--- src/hdl/tlb_pkg.sv ---
// TLB shared definitions
// Sizes, page and entry types, and the set/tag split of a virtual page

package tlb_pkg;

    // ======================================================================
    // Sizes
    // ======================================================================

    localparam int VA_PAGE_BITS = 20;
    localparam int PA_PAGE_BITS = 20;
    localparam int NUM_SETS = 64;
    localparam int NUM_WAYS = 4;
    localparam int SET_IDX_BITS = $clog2(NUM_SETS);
    localparam int VA_TAG_BITS = VA_PAGE_BITS - SET_IDX_BITS;
    localparam int WAY_IDX_BITS = $clog2(NUM_WAYS);

    // Request to response, counted in clock edges
    localparam int LOOKUP_LATENCY = 6;
    localparam int FILL_MAX_CYCLES = 6;

    localparam int HIST_ENTRIES = 4;
    localparam int INVAL_HOLD_CYCLES = 8;
    localparam int INVAL_CNT_BITS = $clog2(INVAL_HOLD_CYCLES + 1);

    // Victim selection LFSR, any nonzero seed works
    localparam int RAND_BITS = 8;
    localparam logic [RAND_BITS-1:0] RAND_SEED = 8'hb5;

    // ======================================================================
    // Types
    // ======================================================================

    typedef logic [SET_IDX_BITS-1:0] t_set_idx;
    typedef logic [VA_TAG_BITS-1:0] t_va_tag;
    typedef logic [VA_PAGE_BITS-1:0] t_va_page;
    typedef logic [PA_PAGE_BITS-1:0] t_pa_page;

    // The valid flag stays in bit 0 so that an all-zero word is an empty entry
    typedef struct packed {
        t_va_tag  tag;
        t_pa_page pa_page;
        // Set when the entry caches a failed translation
        logic     not_present;
        logic     valid;
    } t_tlb_entry;

    typedef struct packed {
        t_set_idx   addr;
        t_tlb_entry entry;
    } t_way_write;

    typedef struct packed {
        t_va_page va_page;
        logic     speculative;
    } t_lookup_req;

    typedef struct packed {
        logic     hit;
        logic     miss;
        logic     not_present;
        t_pa_page pa_page;
        t_va_page miss_va;
    } t_lookup_rsp;

    typedef struct packed {
        t_va_page va_page;
        t_pa_page pa_page;
        logic     not_present;
    } t_fill_req;

    // The low bits of a page select the set, the rest form the tag
    function automatic t_set_idx va_set(input t_va_page va);
        return va[SET_IDX_BITS-1:0];
    endfunction

    function automatic t_va_tag va_tag(input t_va_page va);
        return va[VA_PAGE_BITS-1:SET_IDX_BITS];
    endfunction

endpackage

--- src/hdl/tlb_hit_select.sv ---
// TLB hit select
// Gathers the way compare results and builds the registered lookup response

`timescale 1ns/1ps

module tlb_hit_select
(
    input  logic                                             clk,
    input  logic                                             reset,
    input  logic                                             lookup_en,
    input  tlb_pkg::t_lookup_req                             lookup_req,
    input  logic [tlb_pkg::NUM_WAYS-1:0]                     match,
    input  tlb_pkg::t_tlb_entry [tlb_pkg::NUM_WAYS-1:0]      entry,
    output tlb_pkg::t_lookup_rsp                             lookup_rsp
);

    localparam int LAST_STG = tlb_pkg::LOOKUP_LATENCY - 1;

    // ======================================================================
    // Request flags travel beside the way pipelines
    // ======================================================================

    // Index k holds the request that entered k edges ago
    logic [LAST_STG-1:1]                      did_q;
    tlb_pkg::t_lookup_req [LAST_STG:1]        req_q;

    always_ff @(posedge clk)
    begin
        if (reset)
        begin
            did_q <= '0;
        end
        else
        begin
            did_q <= {did_q[LAST_STG-2:1], lookup_en};
        end
        req_q <= {req_q[LAST_STG-1:1], lookup_req};
    end

    // ======================================================================
    // Stage 4 way choice
    // ======================================================================

    logic                                any_hit;
    logic [tlb_pkg::WAY_IDX_BITS-1:0]    hit_way;

    // Scanning downward leaves the lowest matching way selected
    always_comb
    begin
        any_hit = |match;
        hit_way = '0;
        for (int w = tlb_pkg::NUM_WAYS - 1; w >= 0; w--)
        begin
            if (match[w])
            begin
                hit_way = tlb_pkg::WAY_IDX_BITS'(w);
            end
        end
    end

    logic                hit_q;
    logic                miss_q;
    tlb_pkg::t_pa_page   pa_q;
    logic                np_q;

    always_ff @(posedge clk)
    begin
        if (reset)
        begin
            hit_q  <= 1'b0;
            miss_q <= 1'b0;
        end
        else
        begin
            hit_q  <= did_q[4] && any_hit;
            miss_q <= did_q[4] && !any_hit;
        end
        pa_q <= entry[hit_way].pa_page;
        np_q <= entry[hit_way].not_present;
    end

    // ======================================================================
    // Final register with the not-present rule
    // ======================================================================

    // A cached failure counts as a hit only for speculative lookups
    logic np_as_miss;
    assign np_as_miss = np_q && !req_q[LAST_STG].speculative;

    always_ff @(posedge clk)
    begin
        if (reset)
        begin
            lookup_rsp.hit  <= 1'b0;
            lookup_rsp.miss <= 1'b0;
        end
        else
        begin
            lookup_rsp.hit  <= hit_q && !np_as_miss;
            lookup_rsp.miss <= miss_q || (hit_q && np_as_miss);
        end
        lookup_rsp.not_present <= np_q;
        lookup_rsp.pa_page     <= pa_q;
        lookup_rsp.miss_va     <= req_q[LAST_STG].va_page;
    end

endmodule

--- config.mk ---
export PLATFORM = sky130hd
export DESIGN_NAME = tlb_hit_select
export DESIGN_NICKNAME = d
export VERILOG_FILES = /design/src/hdl/tlb_pkg.sv /design/src/hdl/tlb_hit_select.sv
export SDC_FILE = /design/constraint.sdc
export NUM_CORES = 1
export LEC_CHECK = 0
export BUFFER_PORTS_ARGS = -buffer_cell sky130_fd_sc_hd__buf_4
export CORE_MARGIN = 5
export CORE_UTILIZATION = 40
export DETAILED_ROUTE_END_ITERATION = 12
export PLACE_DENSITY = 0.72
export SETUP_SLACK_MARGIN = 0.1
export SKIP_CTS_REPAIR_TIMING = 1
export SLEW_MARGIN = 20
export SYNTH_ARGS = -nofsm -noshare
export SYNTH_HDL_FRONTEND = slang
export SYNTH_SLANG_ARGS = --single-unit
--- constraint.sdc ---
create_clock -name clk -period 1.5 [get_ports clk]
set_input_delay 0.075 -clock clk [delete_from_list [all_inputs] [get_ports clk]]
set_output_delay 0.075 -clock clk [all_outputs]
set_load 0.05 [all_outputs]
==> run summary <==
Status: complete, no violations
FF+latch area: 0.003503 mm^2
Sequential Power Share: 48.0%
DR pass1 iterations: 4
Clk Latency, worst-skew pair: 520 ps
Mapped Cells: 288
Hpwl dp: 6254 um
Slowest cell on crit path: or4b_4
Initial Util: 41.02%
TritonCTS clock tree: built
Row count: 37
First-pass GRT wire length: 13,370 um
Mapped cell area: 0.004254 mm^2
Fmax: 0.7240 GHz
Fill cells: 707
Worst reg2reg path depth: 3
CTS root buf: clkbuf_8
Final antenna-violating net count: 0
Hold Path Sink: pa_q[19]
Clock Path Buffers: 2
Gpl congestion: 0.8244
Initial antenna violation count: 1
Setup_tns: 0 ps
MaxCap Viol Count: 0
Peak VDD IR: 881.5 uV
Reg2Reg Setup Slack: 770 ps
CP endpoint kind: flop
Worst-path fanout max: 21
Pin count of the biggest net entering global routing: 25
WL per Instance: 16.17 um
Final Core Density: 69.88%
Hold Crit Depth: 4
I/O pin count: 215
Internal: 7.857 mW
Sw Ratio: 24.92%
1st-iter DRT viols: 172
# DRC: 0
Sequential-to-total area share from yosys stat: 82.35%
Adder-cell share of the synthesized area: 0%
CTS buffer count: 17
Crit-path cells: dlygate4sd3_1 -> buf_4 -> or4b_4 -> o221ai_1 -> a21oi_1
Vias: 3,327
Area Overhead vs Synth: 70.35%
Final period utilization: 92.08%
Synth unique cells: 21
Largest family of logic cells by synthesized area: compound AO/OA/AOI/OAI gates
Req. time, crit path: 1870 ps
WS Path Type: primary input to flop
Slew HR: 51.06%
Simple-gate share of the synthesized area: 5.559%
Synth warn: 0
Core Box Area: 0.01037 mm^2
Combined area of the multi-input logic cells: 686.9 um^2
Compound-Gate Fraction of Synth Area: 10.59%
Total wire length: 11,520 um
Mapped Avg Cell Area: 14.77 um^2
Post-Syn Nets: 460
Startpoint Class: primary input
Post-synthesis mux area share: 0%
Min cycle time layout: 1381 ps
Hold path startpoint: entry[57]
Die X: 113.1 um
Fin. max-slew vios: 0
Share of layout cells above drive strength 1: 33.74%
Die span in y: 113.1 um
Slew of the pin with the lowest slew margin: 733.3 ps
Vias per inst: 4.673
Pwr dens: 1444 mW/mm^2
XOR/XNOR Fraction of Synth Area: 0%
Die area: 0.01280 mm^2
Setup violators final: 0
Total global-route track usage: 13.81%
Fin nets: 734
I/O Buffers: 154
Min-Delay Path Class: primary input to flop
H-tree depth: 4
Unrepaired setup endpoints after global routing: false
Crit path DAT: 1750 ps
Final hold slack: 26.47 ps
Clock power share: 41.0%
Sw Pwr: 2.608 mW
R2r endpoint: lookup_rsp[41]
Clock skew: 9.443 ps
Remaining Overflow, GRT: 0
Clock-pin transition on the worst setup and hold timing paths: 70 ps
P_leak: 3.181 nW
R2r startpoint: np_q
Synthesis-stage register bit count: 175
Largest stage delay on the critical path: 630 ps
Clock sinks: 175
Vias in the first global route: 2,734
Combinational Power Share: 11.0%
Final Hold Fails: 0
## power groups by stage
stage,registers [mW],clock network [mW],logic [mW]
6_report,5.02,4.29,1.16
5_1_grt,5.05,4.60,1.21
4_1_cts,5.03,4.39,0.887
3_5_place_dp,5.13,0,0.884
3_3_place_gp,5.12,0,0.872
2_1_floorplan,5.41,0,0.154
## flip-flops by register name, summed over array words and instances (netlist names)
name,cells
pa_q,20
did_q,4
np_q,1
miss_q,1
lookup_rsp,43
req_q,105
hit_q,1
## area by class of cell
class / instances / area share, %
antenna: 1 / 0.03453
clock buffer: 18 / 5.905
clock inverter: 14 / 2.383
inverter: 1 / 0.05180
multi-input combinational: 100 / 9.479
sequential: 175 / 48.34
tap: 136 / 2.348
timing repair buffer: 267 / 31.46
## how the worst max path moves through the flow
stage	from	slack (ps)	endpoint	depth (start not counted)
after floorplan	match[0]	390	pa_q[10]	4
after global placement	match[0]	140	pa_q[3]	4
after detailed placement	match[0]	120	pa_q[4]	4
after CTS	lookup_rsp[9]	330	lookup_rsp[9]	1
after global routing	match[3]	90	pa_q[2]	5
final	match[3]	120	pa_q[2]	5
## layer usage
layer,GRT usage (%),vias to the layer above,wire length (um)
met5,0,-,0
met1,15.75,1509,4236
li1,-,1561,-
met4,7.692,0,639
met2,20.77,200,5663
met3,7.273,57,976
## cells in the mapped netlist
cell type  count  area [um^2]
a21oi_1       21        105.1
and3b_1        1        8.760
buf_6          2        22.52
clkbuf_1      10        37.54
dfxtp_1      175         3503
inv_1          1        3.750
nand2_1        1        3.750
nand2b_1      19        118.9
nor2_1         1        3.750
nor2b_1        6        37.54
nor3b_1        2        15.01
nor4_1         1        6.260
o21ai_0        1        5.000
o221a_1        1        11.26
o221ai_1      17        148.9
o221ai_2       3        45.04
o22ai_1       20        125.1
o32a_1         1        10.01
or2_2          1        6.260
or2b_1         3        22.52
or4b_4         1        13.76
## cells by family after synthesis
logic type / count (synthesis)
flops: 175
simple gates: 36
compound gates: 64
buf+inv: 13
## through the flow
stage | cell area (um^2) | total power, mW | instances | worst slack (ps)
final | 7247 | 10.47 | 712 | 118.9
after detailed placement | 5543 | 6.015 | 569 | 124.5
after CTS | 6143 | 10.31 | 601 | 328.4
after global placement | 5543 | 5.991 | 569 | 138.4
after global routing | 7247 | 10.86 | 712 | 90.53
after floorplan | 4254 | 5.568 | 288 | 391.8
## cells in the final DEF, fill, tap and decap left out, drive strengths merged, types with 2 or more instances in the layout
master,synthesis,layout
dlygate4sd3,0,110
nor3b,2,2
or2b,3,3
buf,2,157
clkinv,0,8
o221ai,20,20
a21oi,21,21
o22ai,20,20
clkbuf,10,18
nor2b,6,6
dfxtp,175,175
nand2b,19,19
inv,1,6
## worst max-delay path: cells and delay by family
family                 cells  cell delay, ps
AO/OA/AOI/OAI              2             390
buffers and inverters      2             650
AND/OR/NAND/NOR            1             630
Note: power is estimated with default switching activity, not from simulation.
