<file path="src/hdl/tlb_pkg.sv">
// TLB shared definitions
// Sizes, page and entry types, and the set/tag split of a virtual page

package tlb_pkg;

    // ======================================================================
    // Sizes
    // ======================================================================

    localparam int VA_PAGE_BITS = 20;
    localparam int PA_PAGE_BITS = 20;
    localparam int NUM_SETS = 64;
    localparam int NUM_WAYS = 4;
    localparam int SET_IDX_BITS = $clog2(NUM_SETS);
    localparam int VA_TAG_BITS = VA_PAGE_BITS - SET_IDX_BITS;
    localparam int WAY_IDX_BITS = $clog2(NUM_WAYS);

    // Request to response, counted in clock edges
    localparam int LOOKUP_LATENCY = 6;
    localparam int FILL_MAX_CYCLES = 6;

    localparam int HIST_ENTRIES = 4;
    localparam int INVAL_HOLD_CYCLES = 8;
    localparam int INVAL_CNT_BITS = $clog2(INVAL_HOLD_CYCLES + 1);

    // Victim selection LFSR, any nonzero seed works
    localparam int RAND_BITS = 8;
    localparam logic [RAND_BITS-1:0] RAND_SEED = 8'hb5;

    // ======================================================================
    // Types
    // ======================================================================

    typedef logic [SET_IDX_BITS-1:0] t_set_idx;
    typedef logic [VA_TAG_BITS-1:0] t_va_tag;
    typedef logic [VA_PAGE_BITS-1:0] t_va_page;
    typedef logic [PA_PAGE_BITS-1:0] t_pa_page;

    // The valid flag stays in bit 0 so that an all-zero word is an empty entry
    typedef struct packed {
        t_va_tag  tag;
        t_pa_page pa_page;
        // Set when the entry caches a failed translation
        logic     not_present;
        logic     valid;
    } t_tlb_entry;

    typedef struct packed {
        t_set_idx   addr;
        t_tlb_entry entry;
    } t_way_write;

    typedef struct packed {
        t_va_page va_page;
        logic     speculative;
    } t_lookup_req;

    typedef struct packed {
        logic     hit;
        logic     miss;
        logic     not_present;
        t_pa_page pa_page;
        t_va_page miss_va;
    } t_lookup_rsp;

    typedef struct packed {
        t_va_page va_page;
        t_pa_page pa_page;
        logic     not_present;
    } t_fill_req;

    // The low bits of a page select the set, the rest form the tag
    function automatic t_set_idx va_set(input t_va_page va);
        return va[SET_IDX_BITS-1:0];
    endfunction

    function automatic t_va_tag va_tag(input t_va_page va);
        return va[VA_PAGE_BITS-1:SET_IDX_BITS];
    endfunction

endpackage

</file>
<file path="src/hdl/tlb_way.sv">
// TLB way
// One way of entry storage with its clear sweep, two-cycle read and split tag compare

`timescale 1ns/1ps

module tlb_way
(
    input  logic                  clk,
    input  logic                  reset,
    input  logic                  inval_all,
    output logic                  rdy,
    input  tlb_pkg::t_set_idx     raddr,
    input  tlb_pkg::t_va_tag      lookup_tag,
    input  logic                  wen,
    input  tlb_pkg::t_way_write   wr,
    output logic                  match,
    output tlb_pkg::t_tlb_entry   entry
);

    // ======================================================================
    // Storage and clear sweep
    // ======================================================================

    tlb_pkg::t_tlb_entry mem [0:tlb_pkg::NUM_SETS-1];

    logic              inval_q;
    logic              sweeping;
    tlb_pkg::t_set_idx clr_idx;

    // The sweep walks every set once, starting one cycle after inval_all
    always_ff @(posedge clk)
    begin
        if (reset)
        begin
            inval_q <= 1'b0;
        end
        else
        begin
            inval_q <= inval_all;
        end

        if (reset || inval_q)
        begin
            sweeping <= 1'b1;
            clr_idx  <= '0;
            rdy      <= 1'b0;
        end
        else
        begin
            // Ready one cycle after the last set is cleared
            rdy <= ~sweeping;
            if (sweeping)
            begin
                clr_idx <= clr_idx + 1'b1;
                if (clr_idx == tlb_pkg::t_set_idx'(tlb_pkg::NUM_SETS - 1))
                begin
                    sweeping <= 1'b0;
                end
            end
        end
    end

    // Single write port, the sweep wins over a normal write
    always_ff @(posedge clk)
    begin
        if (sweeping)
        begin
            mem[clr_idx] <= '0;
        end
        else if (wen)
        begin
            mem[wr.addr] <= wr.entry;
        end
    end

    // ======================================================================
    // Read pipeline and tag compare
    // ======================================================================

    tlb_pkg::t_tlb_entry rd_q1;
    tlb_pkg::t_tlb_entry rd_q2;
    tlb_pkg::t_va_tag    tag_q1;
    tlb_pkg::t_va_tag    tag_q2;
    tlb_pkg::t_va_tag    xor_q3;
    tlb_pkg::t_tlb_entry entry_q3;

    always_ff @(posedge clk)
    begin
        // Stages 1 and 2 model a block RAM with an output register
        rd_q1  <= mem[raddr];
        rd_q2  <= rd_q1;
        tag_q1 <= lookup_tag;
        tag_q2 <= tag_q1;

        // Stage 3 keeps the tag difference as a vector
        xor_q3   <= rd_q2.tag ^ tag_q2;
        entry_q3 <= rd_q2;

        // Stage 4 reduces it, a match needs zero difference and a valid entry
        match <= entry_q3.valid && ~(|xor_q3);
        entry <= entry_q3;
    end

endmodule

</file>
<file path="config.mk">
export PLATFORM = sky130hd
export DESIGN_NAME = tlb_way
export DESIGN_NICKNAME = d
export VERILOG_FILES = /design/src/hdl/tlb_pkg.sv /design/src/hdl/tlb_way.sv
export SDC_FILE = /design/constraint.sdc
export NUM_CORES = 2
export LEC_CHECK = 0
export ABC_AREA = 0
export CAP_MARGIN = 0
export CORE_AREA = 2 2 551 553
export CTS_CLUSTER_SIZE = 40
export DETAILED_ROUTE_END_ITERATION = 12
export DIE_AREA = 0 0 553 555
export DONT_BUFFER_PORTS = 1
export GPL_TIMING_DRIVEN = 0
export PLACE_DENSITY = 0.53
export SYNTH_ARGS = -nofsm -noshare
export SYNTH_HDL_FRONTEND = slang
export SYNTH_SLANG_ARGS = --single-unit
</file>
<file path="constraint.sdc">
create_clock -name clk -period 3.7 [get_ports clk]
set_clock_uncertainty 0.15 [all_clocks]
set_input_delay 0.185 -clock clk [delete_from_list [all_inputs] [get_ports clk]]
set_output_delay 0.185 -clock clk [all_outputs]
set_load 0.01 [all_outputs]
</file>
==> qor.txt <==
vias per cell - 5.39
Final Net Count - 4900
Yosys reg bits - 2500
Hold Path Depth - 4
Hold EP - mem[44][9]$_DFFE_PP_
number of synthesized flops with an enable pin - 2304
placed cell area - 102000 sq um
sequential share of the synthesized area - 78.7%
CTS tree - yes
Crit Path Class - in2reg
leakage - 34.1 nW
Synth cell types - 56
synth warn - 0
row cnt - 202
DR DRC count - 0
Reg2Reg Depth - 8
Worst-Margin Slew - 1.43 ns
fin crit share - 97.3%
WL met1 - 120000 um
status - finished, final reports clean
Die ar. - 307000 sq um
first-pass GRT wire length - 410000 um
Setup WS pre-CTS - -0.707 ns
dpl hpwl - 207000 um
fin crit period - 3.60 ns
most frequent CP cell - buf_4
Sink Count - 2500
Met3 Routed Length - 28300 um
fin. max-slew vios - 0
placer congestion estimate - 0.832
flop2flop setup slack - 0.11 ns
CTS H-tree lvls - 4
top achievable clock speed - 278 MHz
max-cap violations - 0
total track usage - 19.4%
CTS buffer count - 248
top fanout value on the critical path - 10
total power - 58.4 mW
Crit path largest cell delay - 0.93 ns
WP data required - 4.21 ns
routed wl met2 - 142000 um
Rel. slew slack - 4.70%
Worst setup SP type - primary input
PwrDens - 526 nW/um^2
clk buf depth - 4
final WL - 304000 um
most frequent cells in the layout - edfxtp_1 (2304), mux4_2 (478), clkbuf_16 (254), dfxtp_1 (196), mux2i_1 (183)
Hold Path Class - in2reg
DR iter-0 viols - 6998
Hold WS - 0.0757 ns
Worst-path clk slew - 0.07 ns
post-route setup TNS - 0 ns
DRT antenna net count - 0
vias in the first global route - 47700
fraction of registers with async set/reset - 0%
VDD IR-drop max - 0.381 mV
Die X - 553 um
Remaining Overflow, GRT - 0
top_reg_cell synth - edfxtp_1
area delta synth->final - 19.7%
largest net degree at the start of global routing - 57
critical path's slowest cell - nor2b_1
initial antenna violation count - 31
launch point of the worst reg-to-reg path - sweeping$_SDFF_PP1_
post-route cell area - 111000 sq um
Via Count - 48700
Initial Utilization - 30.8%
Top Ports - 104
ratio of cells with drive above 1 in the final layout - 26.6%
Avg Inst Size Synth - 21.7 sq um
crit path cell chain - buf_4 -> buf_4 -> nor2b_1 -> clkbuf_1 -> buf_2 -> nand2_1 -> nand4_1 -> o21ai_0 -> a21oi_1
Synth Cell Area - 92900 sq um
Final Hold Fails - 0
Root Driver - clkbuf_16
endpoint class of the critical path - flop
wire per inst - 33.6 um
hold_sp - wr[40]
syn_nets - 4349
DR pass1 iterations - 6
# fillers - 27300
Setup-failing EPs final - 0
core footprint - 301000 sq um
latest clock arrival within the worst-skew pair - 0.93 ns
top layer in use - met5
most common cell after layout, fill and taps aside - edfxtp_1
Setup WS post-layout - 0.101 ns
Port-buffer cells - 0
Reg-to-Reg End - mem[18][0]$_DFFE_PP_
die outline height - 555 um
Mapped Cells - 4282
CP arrival - 4.11 ns
## layer usage
| metal | vias up | GRT usage (%) |
|---|---|---|
| met2 | 2687 | 31.1 |
| met5 | - | 0 |
| met3 | 598 | 4.03 |
| met1 | 26300 | 26.1 |
| li1 | 19100 | - |
| met4 | 12 | 6.98 |
## through the flow
stage,utilization (%),instances
finish,36.9,9026
global route,36.9,9020
CTS,36.8,9011
detailed placement,33.7,8414
global placement,32.5,8260
floorplan,-,4282
## Yosys cell counts (5+ instances only)
| library cell | n | share of area [%] |
|---|---|---|
| a22oi_1 | 86 | 0.70 |
| nand2_1 | 107 | 0.43 |
| buf_1 | 13 | 0.053 |
| mux2_2 | 28 | 0.34 |
| edfxtp_1 | 2304 | 75 |
| o21ai_0 | 49 | 0.26 |
| a31oi_1 | 15 | 0.10 |
| mux4_2 | 478 | 12 |
| xor2_1 | 17 | 0.16 |
| o221ai_1 | 67 | 0.63 |
| and2_1 | 38 | 0.26 |
| and4b_1 | 7 | 0.075 |
| a311oi_1 | 7 | 0.066 |
| nand2b_1 | 12 | 0.081 |
| or3_1 | 5 | 0.034 |
| o211a_1 | 9 | 0.097 |
| clkbuf_1 | 87 | 0.35 |
| and3_1 | 11 | 0.074 |
| nor2_1 | 100 | 0.40 |
| a311o_1 | 10 | 0.11 |
| mux4_1 | 6 | 0.17 |
| buf_12 | 7 | 0.15 |
| buf_4 | 31 | 0.25 |
| a21oi_1 | 30 | 0.16 |
| buf_6 | 29 | 0.35 |
| buf_8 | 15 | 0.24 |
| nor3_1 | 10 | 0.054 |
| a211oi_1 | 16 | 0.13 |
| nand3_1 | 82 | 0.44 |
| o22ai_1 | 50 | 0.34 |
| dfxtp_1 | 196 | 4.2 |
| nand4_1 | 50 | 0.34 |
| buf_2 | 51 | 0.27 |
| o22a_1 | 10 | 0.094 |
| nor2b_1 | 25 | 0.17 |
| a221oi_1 | 8 | 0.075 |
| mux2i_1 | 183 | 2.0 |
## worst max-delay path, delay by kind of cell
family	cells	cell delay [ns]
buffers and inverters	4	1.76
and+or+nand+nor	3	1.21
AOI/OAI and AO/OA	2	0.93
## area by class of cell
cell class	count	area, sq um	area share (%)
inverter	3	11.3	0.0101
tap	3978	4980	4.48
timing repair buffer	301	4840	4.36
clock buffer	326	6740	6.07
clock inverter	132	1140	1.03
antenna	7	17.5	0.0158
multi-input combinational	1545	18700	16.8
buffer	234	1580	1.42
sequential	2500	73100	65.8
## power breakdown
part / switching (mW) / internal, mW
clock network: 10.8 / 14.0
logic: 1.70 / 0.951
registers: 0.149 / 30.8
## logic make-up after synthesis
family	after synthesis	synth area share [%]
DFF	2500	78.7
muxes	695	14.1
and+or+nand+nor	461	2.46
AOI/OAI and AO/OA	370	2.86
buffers and inverters	237	1.69
xor gates and xnor gates	18	0.170
adders and majority gates	1	0.0135
## registers in the layout, summed over array words and instances, names as in the netlist
register,count
inval_q,1
entry_q3,36
xor_q3,14
match,1
tag_q1,14
mem,2304
rd_q1,36
entry,36
rdy,1
clr_idx,6
sweeping,1
tag_q2,14
rd_q2,36
## repair_timing
item	4_1_cts	5_1_grt
hold buffers	73	2
buffers inserted	66	6
pin swaps	42	3
endpoints found under the setup margin	1909	1142
hold endpoints to repair	2350	5
resized for setup	2	9
## worst max path at each step
stage | slack, ns | endpoint | cells past startpoint | start
2_1_floorplan | 0.14 | mem[19][0]$_DFFE_PP_ | 7 | sweeping$_SDFF_PP1_
3_3_place_gp | -3.65 | mem[29][0]$_DFFE_PP_ | 6 | sweeping$_SDFF_PP1_
3_5_place_dp | -0.71 | rd_q1[28]$_DFF_P_ | 8 | raddr[3]
4_1_cts | 0.004 | mem[63][0]$_DFFE_PP_ | 8 | sweeping$_SDFF_PP1_
5_1_grt | -0.009 | mem[16][34]$_DFFE_PP_ | 6 | sweeping$_SDFF_PP1_
6_report | 0.10 | rd_q1[34]$_DFF_P_ | 9 | raddr[2]
(Power assumes the default switching activity.)
