`config.mk`:
```
export PLATFORM = sky130hd
export DESIGN_NAME = tlb_fill_ctrl
export DESIGN_NICKNAME = d
export VERILOG_FILES = /design/src/hdl/tlb_pkg.sv /design/src/hdl/tlb_dup_filter.sv /design/src/hdl/tlb_fill_ctrl.sv
export SDC_FILE = /design/constraint.sdc
export NUM_CORES = 1
export LEC_CHECK = 0
export ABC_AREA = 1
export BUFFER_PORTS_ARGS = -buffer_cell sky130_fd_sc_hd__buf_2
export CORE_ASPECT_RATIO = 0.5
export CORE_UTILIZATION = 60
export CTS_CLUSTER_SIZE = 40
export DETAILED_ROUTE_END_ITERATION = 8
export PLACE_DENSITY = 0.95
export SYNTH_ARGS = -nofsm -noshare
export SYNTH_HDL_FRONTEND = slang
export SYNTH_SLANG_ARGS = --single-unit
```
`constraint.sdc`:
```
create_clock -name clk -period 5.9 [get_ports clk]
set_input_delay 1.18 -clock clk [delete_from_list [all_inputs] [get_ports clk]]
set_output_delay 1.18 -clock clk [all_outputs]
set_load 0.01 [all_outputs]
```
`src/hdl/tlb_pkg.sv`:
```
// TLB shared definitions
// Sizes, page and entry types, and the set/tag split of a virtual page

package tlb_pkg;

    // ======================================================================
    // Sizes
    // ======================================================================

    localparam int VA_PAGE_BITS = 20;
    localparam int PA_PAGE_BITS = 20;
    localparam int NUM_SETS = 64;
    localparam int NUM_WAYS = 4;
    localparam int SET_IDX_BITS = $clog2(NUM_SETS);
    localparam int VA_TAG_BITS = VA_PAGE_BITS - SET_IDX_BITS;
    localparam int WAY_IDX_BITS = $clog2(NUM_WAYS);

    // Request to response, counted in clock edges
    localparam int LOOKUP_LATENCY = 6;
    localparam int FILL_MAX_CYCLES = 6;

    localparam int HIST_ENTRIES = 4;
    localparam int INVAL_HOLD_CYCLES = 8;
    localparam int INVAL_CNT_BITS = $clog2(INVAL_HOLD_CYCLES + 1);

    // Victim selection LFSR, any nonzero seed works
    localparam int RAND_BITS = 8;
    localparam logic [RAND_BITS-1:0] RAND_SEED = 8'hb5;

    // ======================================================================
    // Types
    // ======================================================================

    typedef logic [SET_IDX_BITS-1:0] t_set_idx;
    typedef logic [VA_TAG_BITS-1:0] t_va_tag;
    typedef logic [VA_PAGE_BITS-1:0] t_va_page;
    typedef logic [PA_PAGE_BITS-1:0] t_pa_page;

    // The valid flag stays in bit 0 so that an all-zero word is an empty entry
    typedef struct packed {
        t_va_tag  tag;
        t_pa_page pa_page;
        // Set when the entry caches a failed translation
        logic     not_present;
        logic     valid;
    } t_tlb_entry;

    typedef struct packed {
        t_set_idx   addr;
        t_tlb_entry entry;
    } t_way_write;

    typedef struct packed {
        t_va_page va_page;
        logic     speculative;
    } t_lookup_req;

    typedef struct packed {
        logic     hit;
        logic     miss;
        logic     not_present;
        t_pa_page pa_page;
        t_va_page miss_va;
    } t_lookup_rsp;

    typedef struct packed {
        t_va_page va_page;
        t_pa_page pa_page;
        logic     not_present;
    } t_fill_req;

    // The low bits of a page select the set, the rest form the tag
    function automatic t_set_idx va_set(input t_va_page va);
        return va[SET_IDX_BITS-1:0];
    endfunction

    function automatic t_va_tag va_tag(input t_va_page va);
        return va[VA_PAGE_BITS-1:SET_IDX_BITS];
    endfunction

endpackage

```
`src/hdl/tlb_dup_filter.sv`:
```
// TLB duplicate fill filter
// Short history of inserted pages that rejects a repeated fill

`timescale 1ns/1ps

module tlb_dup_filter
(
    input  logic                clk,
    input  logic                reset,
    input  logic                clear,
    input  logic                check_en,
    input  tlb_pkg::t_va_page   check_page,
    output logic                not_duplicate
);

    logic [tlb_pkg::HIST_ENTRIES-1:0]                     hist_valid;
    tlb_pkg::t_va_page [tlb_pkg::HIST_ENTRIES-1:0]        hist_page;

    // Full page compare covers set and tag together
    logic found;
    always_comb
    begin
        found = 1'b0;
        for (int i = 0; i < tlb_pkg::HIST_ENTRIES; i++)
        begin
            found = found || (hist_valid[i] && (hist_page[i] == check_page));
        end
    end

    // Answer is ready one cycle after check_en
    always_ff @(posedge clk)
    begin
        if (reset)
        begin
            not_duplicate <= 1'b0;
        end
        else
        begin
            not_duplicate <= !found;
        end
    end

    logic                check_q;
    tlb_pkg::t_va_page   page_q;

    always_ff @(posedge clk)
    begin
        check_q <= check_en;
        page_q  <= check_page;

        if (check_q && not_duplicate)
        begin
            hist_page <= {hist_page[tlb_pkg::HIST_ENTRIES-2:0], page_q};

            // Older pages of the same set may sit in the way about to be replaced
            for (int i = 0; i < tlb_pkg::HIST_ENTRIES - 1; i++)
            begin
                hist_valid[i+1] <= hist_valid[i] &&
                    (tlb_pkg::va_set(hist_page[i]) != tlb_pkg::va_set(page_q));
            end
            hist_valid[0] <= 1'b1;
        end

        if (reset || clear)
        begin
            check_q    <= 1'b0;
            hist_valid <= '0;
        end
    end

endmodule

```
`src/hdl/tlb_fill_ctrl.sv`:
```
// TLB fill controller
// Accepts walker fills, filters duplicates, picks a victim way and drives the way writes

`timescale 1ns/1ps

module tlb_fill_ctrl
(
    input  logic                           clk,
    input  logic                           reset,
    input  logic                           fill_en,
    input  tlb_pkg::t_fill_req             fill_req,
    input  logic                           inval_page_en,
    input  tlb_pkg::t_va_page              inval_page,
    input  logic                           inval_all,
    output logic [tlb_pkg::NUM_WAYS-1:0]   wen,
    output tlb_pkg::t_way_write            wr
);

    typedef enum logic [1:0] {
        FILL_IDLE,
        FILL_CHECK,
        FILL_DECIDE,
        FILL_INSERT
    } t_fill_state;

    t_fill_state                          state;
    tlb_pkg::t_fill_req                   fill_q;
    logic [tlb_pkg::NUM_WAYS-1:0]         victim_vec;
    logic [tlb_pkg::RAND_BITS-1:0]        lfsr;
    logic [tlb_pkg::INVAL_CNT_BITS-1:0]   hold_cnt;
    logic                                 hold_fill;
    logic                                 not_duplicate;

    // ======================================================================
    // Page invalidation drain window
    // ======================================================================

    // Fills stay blocked while the counter runs so in-flight ones drain out
    always_ff @(posedge clk)
    begin
        if (reset)
        begin
            hold_cnt <= '0;
        end
        else if (inval_page_en)
        begin
            hold_cnt <= tlb_pkg::INVAL_CNT_BITS'(tlb_pkg::INVAL_HOLD_CYCLES);
        end
        else if (hold_cnt != '0)
        begin
            hold_cnt <= hold_cnt - 1'b1;
        end
    end

    assign hold_fill = inval_page_en || (hold_cnt != '0);

    // ======================================================================
    // Fill state machine
    // ======================================================================

    tlb_dup_filter u_dup_filter
    (
        .clk           (clk),
        .reset         (reset),
        .clear         (inval_all || inval_page_en),
        .check_en      (state == FILL_CHECK),
        .check_page    (fill_q.va_page),
        .not_duplicate (not_duplicate)
    );

    // Only an idle controller takes a fill, the walker simply retries later
    always_ff @(posedge clk)
    begin
        if (reset || inval_all || hold_fill)
        begin
            state <= FILL_IDLE;
        end
        else
        begin
            case (state)
                FILL_IDLE:
                begin
                    if (fill_en)
                    begin
                        state <= FILL_CHECK;
                    end
                end
                FILL_CHECK:
                begin
                    state <= FILL_DECIDE;
                end
                FILL_DECIDE:
                begin
                    // A recent duplicate is already in the TLB
                    state <= not_duplicate ? FILL_INSERT : FILL_IDLE;
                end
                default:
                begin
                    state <= FILL_IDLE;
                end
            endcase
        end
    end

    // Free-running LFSR, x^8 + x^6 + x^5 + x^4 + 1
    always_ff @(posedge clk)
    begin
        if (reset)
        begin
            lfsr <= tlb_pkg::RAND_SEED;
        end
        else
        begin
            lfsr <= {lfsr[6:0], lfsr[7] ^ lfsr[5] ^ lfsr[4] ^ lfsr[3]};
        end
    end

    always_ff @(posedge clk)
    begin
        if ((state == FILL_IDLE) && fill_en)
        begin
            fill_q <= fill_req;
        end
        if (state == FILL_DECIDE)
        begin
            victim_vec <= tlb_pkg::NUM_WAYS'(1) << lfsr[tlb_pkg::WAY_IDX_BITS-1:0];
        end
    end

    // ======================================================================
    // Write port shared by all ways
    // ======================================================================

    // Invalidation hits every way of the set and overrides a pending insert
    always_ff @(posedge clk)
    begin
        if (reset)
        begin
            wen <= '0;
        end
        else if (inval_page_en)
        begin
            wen <= '1;
        end
        else if (state == FILL_INSERT)
        begin
            wen <= victim_vec;
        end
        else
        begin
            wen <= '0;
        end
    end

    always_ff @(posedge clk)
    begin
        if (inval_page_en)
        begin
            wr.addr  <= tlb_pkg::va_set(inval_page);
            wr.entry <= '0;
        end
        else
        begin
            wr.addr              <= tlb_pkg::va_set(fill_q.va_page);
            wr.entry.tag         <= tlb_pkg::va_tag(fill_q.va_page);
            wr.entry.pa_page     <= fill_q.pa_page;
            wr.entry.not_present <= fill_q.not_present;
            wr.entry.valid       <= 1'b1;
        end
    end

endmodule

```
==> summary.md, run 1 <==
| Metric | Value |
|---|---|
| Area of placed instances | 8400 um2 |
| Port buffer count | 97 |
| # setup viols final | 0 |
| Setup Buffers After CTS | 0 |
| Gpl congestion | 0.908 |
| Post-synth top area cell | edfxtp_1 |
| Row count | 28 |
| Critical path's largest stage delay | 0.33 ns |
| Post-layout nets | 914 |
| CTS Hold Bufs | 0 |
| Worst-Margin Slew | 1.11 ns |
| CTS root buf | clkbuf_16 |
| Post-Synth XOR/XNOR Area | 2.61% |
| Final-report hold violation count | 0 |
| Setup_tns | 0 ns |
| Vias in the first global route | 4990 |
| Max_slew headroom | 26.0% |
| # Max-Cap Violations | 0 |
| Final WS setup | 3.78 ns |
| Routed Antenna Nets | 0 |
| Post-synth EDFFs | 125 |
| Number of gates resized after CTS | 0 |
| Main synth FF type | edfxtp_1 |
| Critical-path cell list | buf_2 |
| CTS clock-pin slew for the worst setup and hold paths | roughly 0.070 ns |
| Mapped cell area | between 7000 and 8000 um2 |
| Most frequent cells in the layout | nand2_1 (194), edfxtp_1 (125), nor2_1 (100) |
| Tcrit/Tclk final | about 36% |
| Fmax achieved | 471 MHz |
| Num CTS Buffers | 18 |
| Most common cell after layout, fill and taps aside | nand2_1 |
| Core box area | 12200 um2 |
| Ys Warns | 0 |
| Starting density of the core | 63.5% |
| Pre-CTS WS | 3.27 ns |
| Slowest cell on crit path | dfxtp_1 |
| DR iter-0 viols | roughly 570 |
| Pwr Density | 334 nW/um2 |
| Worst-case clock buffer depth | 3 |
| Pre-antenna DRT Iters | 5 |
| First-pass GRT wire length | 24500 um |
| Final period demand of the worst path | 2.12 ns |
| Final number of max-transition violations | 0 |
| Die Width | 162 um |
| Data arrival, critical path | 0.94 ns |
| Routed wire length | 16100 um |
| Ranking of synthesized cells by area | edfxtp_1 (49%), dfxtp_1 (22%), nand2_1 (9.4%), nor2_1 (4.9%), inv_1 (4.7%) |
| Number of synthesized register bits | between 200 and 250 |
| Post-DR vias/cell | 5.22 |
| RSZ-0062 raised after global routing | no |
| Die area | 13300 um2 |
| Startpoint type of the worst setup path | flop |
| Syn Area/Cell | 10.5 um2 |
| Synth Area in Adders | less than 1% |
| Initial antenna violation count | 0 |
| Yosys top cell area share | 48.7% |
| # H-tree levels | 1 |
| Worst Setup End Kind | primary output |
| Via Count | 5338 |
| Largest family of logic cells by synthesized area | simple AND/OR/NAND/NOR gates |
| Simple-gate portion of the synthesized area | between 15 and 20% |
| Register area share after synthesis | 71.0% |
| Die Ht | 82.2 um |
| Syn nets | 801 |
| HP Class | flop to flop |
| Fin Clk Skew | approximately 0.022 ns |
| Synth Area in Compound Gates | 4.10% |
| WS Path Type | flop to primary output |
| Area grow syn2layout | 17.0% |
| Final Util | 74.2% |
| Skew-Pair Late Insertion Delay | around 0.49 ns |
| Largest delay contributor family on the critical path | flip-flops |
| # clock sinks | between 200 and 250 |
| Post-route cell area | 9020 um2 |
| Async set-or-reset flop fraction in the synthesized netlist | 0% |
| ANT cells | 0 |
| DRC | 0 |
| WL/cell | 15.7 um |
| Largest net degree at the start of global routing | 88 |
| Cell count after synthesis | 733 |
| CP Max Fanout | 1 |
| Required time of the critical path | between 4 and 5 ns |
| Layout cells sized above 1 | 17.2% |
| Io pins | approximately 110 |
| Mux cell area share after synthesis | 0% |
| Min Hold Slack | just over 0.4 ns |
| Count of cell types in the netlist | 25 |
| Hpwl dp | 10900 um |
| GR Util All Layers | 24.5% |
| Status | completed |
| Worst VDD drop | 0.281 mV |
| Gr ovfl total | 0 |
| CTS tree | built |
| Worst path bufs/invs | 1 |
| Pleak | 4.04 nW |
==> routing by layer <==
| layer | part of all wire [%] | GRT usage (%) |
|---|---|---|
| met5 | 0 | 0 |
| met4 | 2.8 | 8.30 |
| met3 | 10 | 6.09 |
| met2 | 44 | 39.4 |
| met1 | 43 | 33.1 |
==> cells in the mapped netlist, types with 4 or more instances <==
| library cell | count |
|---|---|
| inv_1 | 97 |
| o21ai_0 | 34 |
| xor2_1 | 14 |
| nor3_1 | 4 |
| nor2_1 | 101 |
| a21oi_1 | 15 |
| edfxtp_1 | 125 |
| xnor2_1 | 9 |
| nand2_1 | 194 |
| dfxtp_1 | 86 |
| inv_2 | 13 |
| nand3_1 | 16 |
==> per-stage QoR <==
stage                     power, mW  std cells
after detailed placement       1.82        991
after global placement         1.81        991
after floorplan                1.75        733
final                          3.02       1023
after global routing           3.11       1023
after CTS                      3.04       1023
==> cell type report <==
type / count / area [um2]
fillers: 797 / 3130
clock inverters: 6 / 57.6
repair buffers: 99 / 500
multi-input cells: 406 / 1810
inverters: 110 / 413
well taps: 165 / 206
clock buffers: 26 / 564
flip-flops and latches: 211 / 5480
==> worst paths after layout <==
kind / startpoint / to / slack, ns / cells past startpoint
min reg2reg: u_dup_filter.page_q[19]$_DFF_P_ / u_dup_filter.hist_page[19]$_DFFE_PP_ / 0.40 / 0
min: u_dup_filter.page_q[19]$_DFF_P_ / u_dup_filter.hist_page[19]$_DFFE_PP_ / 0.40 / 0
max: wr[40]$_DFF_P_ / wr[40] / 3.78 / 1
max reg2reg: u_dup_filter.not_duplicate$_SDFF_PP0_ / u_dup_filter.hist_page[6]$_DFFE_PP_ / 4.16 / 3
==> power breakdown <==
part | internal [mW] | switching [mW]
logic | 0.0583 | 0.0951
clock network | 0.713 | 0.512
registers | 1.61 | 0.0318
==> logic make-up after synthesis <==
logic type      after synthesis
simple gates                322
flops                       211
buf+inv                     116
compound gates               59
xor+xnor                     23
fa+ha+maj                     2
==> state kept, by name, summed over array words and instances (netlist names) <==
register / flops
victim_vec: 4
wen: 4
wr: 42
state: 2
u_dup_filter.hist_page: 80
lfsr: 8
u_dup_filter.check_q: 1
hold_cnt: 4
fill_q: 41
u_dup_filter.hist_valid: 4
u_dup_filter.page_q: 20
u_dup_filter.not_duplicate: 1
Note: power is estimated with default switching activity, not from simulation.
==> run 2: changes to the inputs <==
--- a/config.mk
+++ b/config.mk
@@ -8,10 +8,10 @@
 export ABC_AREA = 1
 export BUFFER_PORTS_ARGS = -buffer_cell sky130_fd_sc_hd__buf_2
 export CORE_ASPECT_RATIO = 0.5
-export CORE_UTILIZATION = 60
+export CORE_UTILIZATION = 51
 export CTS_CLUSTER_SIZE = 40
 export DETAILED_ROUTE_END_ITERATION = 8
-export PLACE_DENSITY = 0.95
+export PLACE_DENSITY = 0.87
 export SYNTH_ARGS = -nofsm -noshare
 export SYNTH_HDL_FRONTEND = slang
 export SYNTH_SLANG_ARGS = --single-unit
==> constraint.sdc (replaced) <==
create_clock -name clk -period 1.82 [get_ports clk]
set_input_delay 0.364 -clock clk [delete_from_list [all_inputs] [get_ports clk]]
set_output_delay 0.364 -clock clk [all_outputs]
set_load 0.01 [all_outputs]
==> run 2 against run 1 <==
Compared with the run above:
- cell count grew 3.5%
- count of clock-buffer cells in the layout grew 3
- first-iteration DRC count grew 1.7%
- clock power grew to 3.2 times the previous value
- total power grew to 3.2 times the previous value
- clock skew shrank 0.012 ns
- global-route usage shrank 4.2 points
- critical endpoint is now u_dup_filter.not_duplicate$_SDFF_PP0_
==> summary.md, run 2 (synthesis gave the netlist of run 1 again) <==
| Metric | Value |
|---|---|
| Status | completed (unchanged) |
| Fin Clk Skew | 0.0104 ns (was 0.0222 ns) |
| Post-DR vias/cell | 4.90 (was 5.22) |
| Num CTS Buffers | 19 (was 18) |
| ANT cells | 0 (unchanged) |
| Core box area | 14600 um2 (was 12200 um2) |
| RSZ-0062 raised after global routing | no (unchanged) |
| Final period demand of the worst path | 1.52 ns |
| Routed Antenna Nets | 0 (unchanged) |
| Pre-antenna DRT Iters | 5 (unchanged) |
| Gr ovfl total | 0 (unchanged) |
| Dpl cells | 1026 (was 991) |
| Initial antenna violation count | 0 (unchanged) |
| Worst Setup End Kind | flop (was primary output) |
| CTS root buf | clkbuf_16 (unchanged) |
| # setup viols final | 0 (unchanged) |
| Area grow syn2layout | 17.8% (was 17.0%) |
| Data arrival, critical path | 1.90 ns (was 0.94 ns) |
| Via Count | 5189 (was 5338) |
| Fin cells | 1059 (was 1023) |
| Critical path's largest stage delay | 0.41 ns (was 0.33 ns) |
| CTS clock-pin slew for the worst setup and hold paths | 0.07 ns (about the same) |
| Setup_tns | 0 ns (unchanged) |
| CTS Hold Bufs | 0 (unchanged) |
| Number of flip-flops under the largest register name | 80 (unchanged) |
| # H-tree levels | 1 (unchanged) |
| Die Width | 176 um (was 162 um) |
| Port buffer count | 97 (unchanged) |
| Io pins | 112 (unchanged) |
| Largest reg by FF count | u_dup_filter.hist_page (unchanged) |
| Most common cell after layout, fill and taps aside | nand2_1 (unchanged) |
| Required time of the critical path | 2.20 ns (was 4.72 ns) |
| Pleak | 4.04 nW (about the same) |
| HP Class | primary input to flop (was flop to flop) |
| DRC | 0 (unchanged) |
| Routed wire length | 15700 um (was 16100 um) |
| CTS tree | built (unchanged) |
| Worst-Margin Slew | 0.453 ns (was 1.11 ns) |
| Row count | 31 (was 28) |
| Post-layout nets | 917 (was 914) |
| # Max-Cap Violations | 0 (unchanged) |
| Skew-Pair Late Insertion Delay | 0.48 ns (was 0.49 ns) |
| Worst-case clock buffer depth | 3 (unchanged) |
| Startpoint type of the worst setup path | flop (unchanged) |
| Gpl congestion | 0.896 (was 0.908) |
| Layout cells sized above 1 | 17.1% (was 17.2%) |
| Pwr Density | 1070 nW/um2 (was 334 nW/um2) |
| Setup Buffers After CTS | 0 (unchanged) |
| Number of gates resized after CTS | 0 (unchanged) |
| Largest net degree at the start of global routing | 88 (unchanged) |
| Hpwl dp | 10600 um (was 10900 um) |
| First-pass GRT wire length | 24200 um (was 24500 um) |
| Top Registers | u_dup_filter.hist_page (80), wr (42), fill_q (41) (unchanged) |
| Die area | 15700 um2 (was 13300 um2) |
| Final number of max-transition violations | 0 (unchanged) |
| Tcrit/Tclk final | 83.7% |
| Die Ht | 89.0 um (was 82.2 um) |
| Most frequent cells in the layout | nand2_1 (194), edfxtp_1 (125), nor2_1 (100) (unchanged) |
| Final WS setup | 0.297 ns (was 3.78 ns) |
| Max_slew headroom | 69.8% (was 26.0%) |
| Fmax achieved | 657 MHz |
| Worst path bufs/invs | 1 (unchanged) |
| Pre-CTS WS | 0.360 ns (was 3.27 ns) |
| GR Util All Layers | 20.3% (was 24.5%) |
| WL/cell | 14.9 um (was 15.7 um) |
| # clock sinks | 211 (unchanged) |
| Vias in the first global route | 4835 (was 4990) |
| Slowest cell on crit path | edfxtp_1 (was dfxtp_1) |
| # fillers | 1118 (was 797) |
| Critical-path cell list | inv_1, nand2_1, o21ai_0, nor2_1, nand2_1, nor2_1, nand3_2, nand2_1, nor2_1 (was buf_2) |
| Worst VDD drop | 0.544 mV (was 0.281 mV) |
| WS Path Type | flop to flop (was flop to primary output) |
| Largest delay contributor family on the critical path | simple AND/OR/NAND/NOR gates (was flip-flops) |
| Final-report hold violation count | 0 (unchanged) |
| Starting density of the core | 52.8% (was 63.5%) |
| CP Max Fanout | 7 (was 1) |
| DR iter-0 viols | 583 (was 573) |
[run 2: cell count changes in the layout (fill, tap and decap cells not counted), sizes merged]
cell    before  now
clkbuf      26   29
buf         99  101
clkinv       4    2
[run 2: final timing paths]
kind	slack [ns]	to	start	depth (start not counted)
max reg2reg	0.30	u_dup_filter.not_duplicate$_SDFF_PP0_	fill_q[21]$_DFFE_PP_	9
min	0.05	fill_q[24]$_DFFE_PP_	fill_req[24]	1
min reg2reg	0.40	u_dup_filter.hist_page[15]$_DFFE_PP_	u_dup_filter.page_q[15]$_DFF_P_	0
max	0.30	u_dup_filter.not_duplicate$_SDFF_PP0_	fill_q[21]$_DFFE_PP_	9
[run 2: report_power, final]
| part | switching, mW | internal, mW | leakage, nW | total (mW) |
|---|---|---|---|---|
| clock network | 1.66 | 2.25 | 0.291 | 3.90 |
| registers | 0.102 | 5.21 | 1.87 | 5.31 |
| logic | 0.303 | 0.196 | 1.88 | 0.499 |
[run 2: final cells by class]
class                   instances  area, um2  share of cell area, %
inverters                     110        413                   4.54
multi-input cells             406       1810                   19.9
flip-flops and latches        211       5480                   60.3
repair buffers                101        541                   5.95
clock buffers                  29        554                   6.10
well taps                     198        248                   2.73
clock inverters                 4       47.5                  0.523
[run 2: routing by layer]
layer / GRT usage (%) / part of all wire (%)
met5: 0 / 0
met4: 6.17 / 1.9
met2: 32.4 / 45
met3: 4.17 / 8.1
met1: 28.4 / 45
[run 2: through the flow]
stage / utilization, % / power, mW / hold WS, ns / instance area (um2)
floorplan: - / 5.68 / 0.370 / 7720
global placement: 58.0 / 5.88 / 0.386 / 8480
detailed placement: 58.0 / 5.91 / 0.389 / 8480
CTS: 62.1 / 9.78 / 0.0435 / 9080
global route: 62.1 / 10.0 / 0.0375 / 9080
finish: 62.1 / 9.72 / 0.0542 / 9080
